File: src/hw/filter_types_pkg.sv
// Vector types for the biquad datapath
// Samples, coefficients, products, accumulator and coefficient addressing
`default_nettype none

package filter_types_pkg;

    // Datapath widths
    localparam int SAMPLE_W  = 24;
    localparam int COEF_W    = 16;
    // Full-precision sample times coefficient
    localparam int PRODUCT_W = SAMPLE_W + COEF_W;
    // Headroom for the sum of five products
    localparam int ACC_W     = PRODUCT_W + 2;

    // Signed audio sample
    typedef logic signed [SAMPLE_W-1:0]  sample_t;
    // Signed Q2.14 coefficient
    typedef logic signed [COEF_W-1:0]    coef_t;
    // Sample times coefficient
    typedef logic signed [PRODUCT_W-1:0] product_t;
    // Sum of the five section products
    typedef logic signed [ACC_W-1:0]     acc_t;

    // Coefficient index within a section
    typedef logic [2:0] coef_addr_t;
    // Section number
    typedef logic [0:0] section_sel_t;

endpackage

`default_nettype wire

File: src/hw/filter_cfg_pkg.sv
// Cascade configuration constants
// Section count, coefficient scaling, index codes and saturation limits
`default_nettype none

package filter_cfg_pkg;

    // Number of biquad sections in the chain
    localparam int NUM_SECTIONS = 2;

    // Q2.14 coefficient scaling
    localparam int unsigned COEF_FRAC_BITS = 14;
    localparam filter_types_pkg::coef_t COEF_UNITY = 16'sd16384;

    // Coefficient index codes within one section
    // codes 5 to 7 are unused and dropped on write
    localparam filter_types_pkg::coef_addr_t COEF_B0 = 3'd0;
    localparam filter_types_pkg::coef_addr_t COEF_B1 = 3'd1;
    localparam filter_types_pkg::coef_addr_t COEF_B2 = 3'd2;
    localparam filter_types_pkg::coef_addr_t COEF_A1 = 3'd3;
    localparam filter_types_pkg::coef_addr_t COEF_A2 = 3'd4;

    // Saturation limits of a 24-bit signed sample
    localparam filter_types_pkg::sample_t SAMPLE_MAX = 24'sh7FFFFF;
    // Most negative value, -8388608
    localparam filter_types_pkg::sample_t SAMPLE_MIN = 24'sh800000;

endpackage

`default_nettype wire

File: src/hw/coef_if.sv
// Coefficient set of one biquad section
// Source side is the coefficient bank, sink side is the section
`default_nettype none

interface coef_if;
    import filter_types_pkg::*;

    // Feed-forward taps
    coef_t b0;
    coef_t b1;
    coef_t b2;
    // Feedback taps, subtracted in the section
    coef_t a1;
    coef_t a2;

    // Bank drives the set
    modport source (output b0, b1, b2, a1, a2);

    // Section only reads it
    modport sink (input b0, b1, b2, a1, a2);

endinterface

`default_nettype wire

File: src/hw/coef_bank.sv
// Coefficient register bank for all cascade sections
// Strobed word writes, pass-through set after reset
`default_nettype none

module coef_bank (
    input  logic                           clk,
    input  logic                           reset,
    input  logic                           coef_wr,
    input  filter_types_pkg::section_sel_t coef_section,
    input  filter_types_pkg::coef_addr_t   coef_index,
    input  filter_types_pkg::coef_t        coef_data,
    coef_if.source                         coefs_0,
    coef_if.source                         coefs_1
);
    import filter_types_pkg::*;
    import filter_cfg_pkg::*;

    // One register per tap per section
    coef_t b0_r [NUM_SECTIONS];
    coef_t b1_r [NUM_SECTIONS];
    coef_t b2_r [NUM_SECTIONS];
    coef_t a1_r [NUM_SECTIONS];
    coef_t a2_r [NUM_SECTIONS];

    always_ff @(posedge clk or posedge reset) begin
        if (reset) begin
            // Unity b0, all other taps zero
            for (int s = 0; s < NUM_SECTIONS; s++) begin
                b0_r[s] <= COEF_UNITY;
                b1_r[s] <= '0;
                b2_r[s] <= '0;
                a1_r[s] <= '0;
                a2_r[s] <= '0;
            end
        end else if (coef_wr) begin
            // Section picks the row, index picks the tap
            case (coef_index)
                COEF_B0: b0_r[coef_section] <= coef_data;
                COEF_B1: b1_r[coef_section] <= coef_data;
                COEF_B2: b2_r[coef_section] <= coef_data;
                COEF_A1: a1_r[coef_section] <= coef_data;
                COEF_A2: a2_r[coef_section] <= coef_data;
                default: begin
                    // Unused codes leave every tap as it was
                end
            endcase
        end
    end

    // Section 0 set
    assign coefs_0.b0 = b0_r[0];
    assign coefs_0.b1 = b1_r[0];
    assign coefs_0.b2 = b2_r[0];
    assign coefs_0.a1 = a1_r[0];
    assign coefs_0.a2 = a2_r[0];

    // Section 1 set
    assign coefs_1.b0 = b0_r[1];
    assign coefs_1.b1 = b1_r[1];
    assign coefs_1.b2 = b2_r[1];
    assign coefs_1.a1 = a1_r[1];
    assign coefs_1.a2 = a2_r[1];

endmodule

`default_nettype wire

File: src/flat_wrapper.sv
// flat-port wrapper written by rule: the top's interface ports become plain ports
module coef_bank_flat import filter_types_pkg::*; import filter_cfg_pkg::*;
  (clk, reset, coef_wr, coef_section, coef_index, coef_data, coefs_0_b0, coefs_0_b1, coefs_0_b2, coefs_0_a1, coefs_0_a2, coefs_1_b0, coefs_1_b1, coefs_1_b2, coefs_1_a1, coefs_1_a2);
  coef_if coefs_0_i ();
  coef_if coefs_1_i ();
  input  logic clk;
  input  logic reset;
  input  logic coef_wr;
  input  filter_types_pkg::section_sel_t coef_section;
  input  filter_types_pkg::coef_addr_t coef_index;
  input  filter_types_pkg::coef_t coef_data;
  output wire logic [$bits(coefs_0_i.b0)-1:0] coefs_0_b0;
  output wire logic [$bits(coefs_0_i.b1)-1:0] coefs_0_b1;
  output wire logic [$bits(coefs_0_i.b2)-1:0] coefs_0_b2;
  output wire logic [$bits(coefs_0_i.a1)-1:0] coefs_0_a1;
  output wire logic [$bits(coefs_0_i.a2)-1:0] coefs_0_a2;
  output wire logic [$bits(coefs_1_i.b0)-1:0] coefs_1_b0;
  output wire logic [$bits(coefs_1_i.b1)-1:0] coefs_1_b1;
  output wire logic [$bits(coefs_1_i.b2)-1:0] coefs_1_b2;
  output wire logic [$bits(coefs_1_i.a1)-1:0] coefs_1_a1;
  output wire logic [$bits(coefs_1_i.a2)-1:0] coefs_1_a2;
  assign coefs_0_b0 = coefs_0_i.b0;
  assign coefs_0_b1 = coefs_0_i.b1;
  assign coefs_0_b2 = coefs_0_i.b2;
  assign coefs_0_a1 = coefs_0_i.a1;
  assign coefs_0_a2 = coefs_0_i.a2;
  assign coefs_1_b0 = coefs_1_i.b0;
  assign coefs_1_b1 = coefs_1_i.b1;
  assign coefs_1_b2 = coefs_1_i.b2;
  assign coefs_1_a1 = coefs_1_i.a1;
  assign coefs_1_a2 = coefs_1_i.a2;
  coef_bank u_core (.clk(clk), .reset(reset), .coef_wr(coef_wr), .coef_section(coef_section), .coef_index(coef_index), .coef_data(coef_data), .coefs_0(coefs_0_i), .coefs_1(coefs_1_i));
endmodule
File: config.mk
export PLATFORM = sky130hd
export DESIGN_NAME = coef_bank_flat
export DESIGN_NICKNAME = d
export VERILOG_FILES = /design/src/hw/filter_types_pkg.sv /design/src/hw/filter_cfg_pkg.sv /design/src/hw/coef_if.sv /design/src/hw/coef_bank.sv /design/src/flat_wrapper.sv
export SDC_FILE = /design/constraint.sdc
export NUM_CORES = 1
export LEC_CHECK = 0
export BUFFER_PORTS_ARGS = -buffer_cell sky130_fd_sc_hd__buf_2
export CAP_MARGIN = 5
export CORE_ASPECT_RATIO = 1.25
export CORE_MARGIN = 2
export CORE_UTILIZATION = 50
export CTS_CLUSTER_SIZE = 12
export DETAILED_ROUTE_END_ITERATION = 7
export PLACE_DENSITY = 0.78
export SETUP_SLACK_MARGIN = 0.02
export SYNTH_ARGS = -nofsm -noshare
export SYNTH_HDL_FRONTEND = slang
export SYNTH_SLANG_ARGS = --single-unit
File: constraint.sdc
create_clock -name clk -period 7.2 [get_ports clk]
set_clock_uncertainty 0.15 [all_clocks]
set_input_delay 1.8 -clock clk [delete_from_list [all_inputs] [get_ports clk]]
set_output_delay 1.8 -clock clk [all_outputs]
set_load 0.01 [all_outputs]
=== After elaboration in Yosys (flattened, before gate mapping) ===
Cells that the tools add are included.

* Flip-flop bits (word level): 160
* Word-level logic and storage cells: 31

* $lt $le $gt $ge: 2
* Equality and inequality tests: 4
* Muxes and demuxes: 7
* Bitwise operators: 1
* Reductions and logical operators: 7

{| class="wikitable"
|+ Operators with widths
! kind !! count
|-
| $bwmux W32 || 5
|-
| $demux W16 S1 || 1
|-
| $mux W16 || 1
|-
| $reduce_and A2 Y1 || 5
|-
| $eq A3 B2 Y1 const B || 2
|-
| $eq A3 B1 Y1 const B || 1
|-
| $eq A3 B3 Y1 const B || 1
|-
| $logic_not A3 Y1 || 1
|-
| $ge A2 B2 Y1 const B || 1
|-
| $lt A2 B1 Y1 const B || 1
|-
| $not A1 Y2 || 1
|-
| $logic_and A1 B1 Y1 || 1
|}

=== Depth between registers and ports, before layout ===
* Depth in word-level cells: 6
* Depth in mapped cells: 6

=== Worst setup path after synthesis ===
OpenSTA, ideal clock, no wires.

* Path kind: in2reg
* Start point: input port coef_index[0]
* End point: register u_core.a2_r (netlist bit u_core.coefs_0.a2[0])
* Arrival time: 2.972 ns
* Path slack: 3.954 ns
* Stages on the path: 6
* Path buffers: 3
* Cells stage by stage: buf_2 nor2_2 and4b_1 buf_2 buf_4 mux2_2

* Longest elaborated chain between the ends: 2

{| class="wikitable"
|+ RTL lines
! what !! RTL line !! RTL
|-
| from (decl) || flat_wrapper.sv:10 || <nowiki>input filter_types_pkg::coef_addr_t coef_index;</nowiki>
|-
| $eq A3 B3 Y1 || coef_bank.sv:37 || <nowiki>case (coef_index)</nowiki>
|-
| $reduce_and A2 Y1 (no line) || -- ||
|-
| to (signal, indexed assignment) || coef_bank.sv:42 || <nowiki>COEF_A2: a2_r[coef_section] <= coef_data;</nowiki>
|-
| to (decl) || coef_bank.sv:23 || <nowiki>coef_t a2_r [NUM_SECTIONS];</nowiki>
|}

No other way between the ends.
A chain may end at the register's enable or synchronous reset.

=== Worst setup path in the final report ===
* Start point: input port coef_index[2]
* End point: register u_core.b2_r (netlist bit u_core.coefs_1.b2[0])

* Longest elaborated chain between the ends: 2

{| class="wikitable"
|+ RTL lines
! what !! RTL line !! RTL
|-
| $eq A3 B2 Y1 || coef_bank.sv:37 ||
|-
| $reduce_and A2 Y1 (no line) || -- ||
|-
| to (signal, indexed assignment) || coef_bank.sv:40 || <nowiki>COEF_B2: b2_r[coef_section] <= coef_data;</nowiki>
|-
| to (decl) || coef_bank.sv:21 || <nowiki>coef_t b2_r [NUM_SECTIONS];</nowiki>
|}

No other way between the ends.

==> qor.csv <==
stage,metric,value,unit
outcome,status,completed,
sta,setup_ws,3.82,ns
synth,ys_seq_elements,160,
die,die_h,128,um
synth,synth_area_per_cell,16.7,um^2
die,start_util,0.508,
hold_path,hp-class,reg2reg,
clocking,clock-root-buffer,clkbuf_16,
route,vias_per_cell,5.23,
synth,synthArstFlopShare,1.00,
synth,synthCells,366,
setup_path,crit_path_start_kind,input pin,
synth,ys.warnings.count,0,
synth,ys_types,18,
synth,synth_flop_cell,dfrtp_1,
finish,syn2layout_area_growth,26.4,%
finish,drive_gt1_frac,0.702,
clocking,numCtsBuffers,17,
die,rows,45,
sta,period_share,0.469,
route,drt_wl_total,13700,um
clocking,clock-sinks,160,
finish,utilization,0.642,
die,coreArea,12000,um^2
finish,fin_nets,560,
global_route,grt_pass1_wl,20900,um
synth,netlist_area,6120,um^2
die,fp.dieW,103,um
die,dieArea,13100,um^2
job,max_cap_viol_count,0,
power,power_density,357,nW/um^2
synth,yosys-top-cells-count,"mux2_2, dfrtp_1, buf_1",
setup_path,regToRegStartpoint,u_core.coefs_0.a2[2],
clocking,htreeDepth,4,
sta,finalSetupTns,0,ns
clocking,cts.path.max_buffers,2,
synth,synth_edf_count,0,
power,ir_drop,0.174,mV
setup_path,crit_type,in2reg,
setup_path,cp_max_fo,16,
place,dp.final_hpwl,9680,um
global_route,grt.total_usage,0.214,
route,drc,0,
setup_path,crit_start,coef_index[2],
sta,rsz0062_at_grt,no,
sta,max_slew_margin,0.319,
synth,synth.top_cell.area_share,0.646,
route,post_drt_wl_per_cell,19.2,um
route,drtPass1Iterations,4,
global_route,grt_max_degree,94,
clocking,ctsHoldBuffers,0,
setup_path,worstPathArrival,3.52,ns
sta,setup_violations,0,
synth,ys_seq_area_frac,0.655,
die,io_pins,183,
place,portBuffers,182,
sta,worst_hold_slack,0.343,ns
clocking,cts_tree,done,
clocking,clkTransAtPathRegs,0.06,ns
sta,tightest_slew,1.02,ns
clocking,cts_setup_buffers,0,
synth,yosys.area.top_type,dfrtp_1,
setup_path,crit_end,u_core.coefs_1.b2[0],
place,dpl_worst_slack,3.37,ns
route,drtAntennaViolNets,0,
global_route,antenna_found_initial,0,
synth,ys_top_cells_by_area,"dfrtp_1, mux2_2, buf_1",
synth,syn-num-nets,389,
setup_path,reg2reg_to,u_core.coefs_0.a2[2],
sta,max_freq,296,MHz
setup_path,critPathCaptureType,flop,
clocking,cts_resized,0,
global_route,grt_pass1_vias,3774,
sta,slew_viol_final,0,
finish,diodes,0,
setup_path,required,7.34,ns
clocking,insertion_delay,0.40,ns
synth,post-synth-top-count-cell,mux2_2,
hold_path,hold_depth,1,
setup_path,ff2ff_setup_slack,6.27,ns
route,vias,3731,
sta,hold_viol,0,
sta,post-route-min-period,3.38,ns
power,p_leak,3.82,nW
setup_path,r2r_cells,1,
global_route,grt.overflow.total,0,
route,drt_iter0_markers,61,
place,place_congestion,0.786,
-- cell usage in the layout, fill, tap and decap left out, drive strengths merged --
master and count:
and3 1, and4b 1, buf 183, bufinv 4, clkbuf 20, clkinv 6
clkinvlp 1, dfrtp 158, dfstp 2, inv 2, mux2 160, nand2 2
nand2b 1, nand3b 3, nand4 1, nor2 2, nor3b 3
-- worst max-delay path, cell delays in order --
cell and delay, ns:
buf_2 0.13, nand3b_2 0.30, nor3b_4 0.85, mux2_2 0.42
-- stage by stage --
stage               total power (W)  cell area [um^2]  std cells
finish                      0.00276              7730        714
detailed placement          0.00183              7090        682
floorplan                   0.00154              6120        366
global placement            0.00180              7090        682
CTS                         0.00279              7730        714
global route                0.00290              7730        714
-- how the worst min path moves through the flow --
| stage | from | to | slack, ns |
|---|---|---|---|
| detailed placement | u_core.coefs_1.b0[15] | u_core.coefs_1.b0[15] | 0.34 |
| finish | u_core.coefs_1.b0[15] | u_core.coefs_1.b0[15] | 0.34 |
| floorplan | u_core.coefs_1.b0[15] | u_core.coefs_1.b0[15] | 0.38 |
| global route | u_core.coefs_0.b0[1] | u_core.coefs_0.b0[1] | 0.36 |
| CTS | u_core.coefs_1.b0[15] | u_core.coefs_1.b0[15] | 0.35 |
| global placement | u_core.coefs_1.b0[15] | u_core.coefs_1.b0[15] | 0.32 |
-- flip-flops by register name (all words and copies together) (netlist names) --
name / count
u_core.coefs_0.b1: 16
u_core.coefs_0.b2: 16
u_core.coefs_0.a1: 16
u_core.coefs_1.b1: 16
u_core.coefs_1.a1: 16
u_core.coefs_1.b2: 16
u_core.coefs_0.b0: 16
u_core.coefs_1.a2: 16
u_core.coefs_0.a2: 16
u_core.coefs_1.b0: 16
-- where the power goes --
part	internal, W	total [W]	switching [W]
Clock	0.000610	0.000959	0.000349
Sequential	0.00111	0.00122	0.000108
Combinational	0.000298	0.000585	0.000287
Total	0.00202	0.00276	0.000744
-- cell families (layout without fill, tap and decap cells) --
| family | after synthesis | after routing | share of synthesized area |
|---|---|---|---|
| buf+inv | 32 | 216 | 0.0270 |
| flops | 160 | 160 | 0.655 |
| simple gates | 14 | 14 | 0.0237 |
| mux | 160 | 160 | 0.294 |
-- final cells by class --
cell class	count	area (um^2)
tap	164	205
fill	943	4320
sequential	160	4010
clock buffer	20	467
multi-input combinational	174	1950
inverter	1	8.76
clock inverter	12	181
timing repair buffer	183	918
-- layer usage --
metal	wire length, um	global-route usage	share of wire
met1	5710	0.274	0.42
met2	6790	0.343	0.49
met5	0	0	0
met4	125	0.0557	0.0091
met3	1110	0.0812	0.081
(Power assumes the default switching activity.)
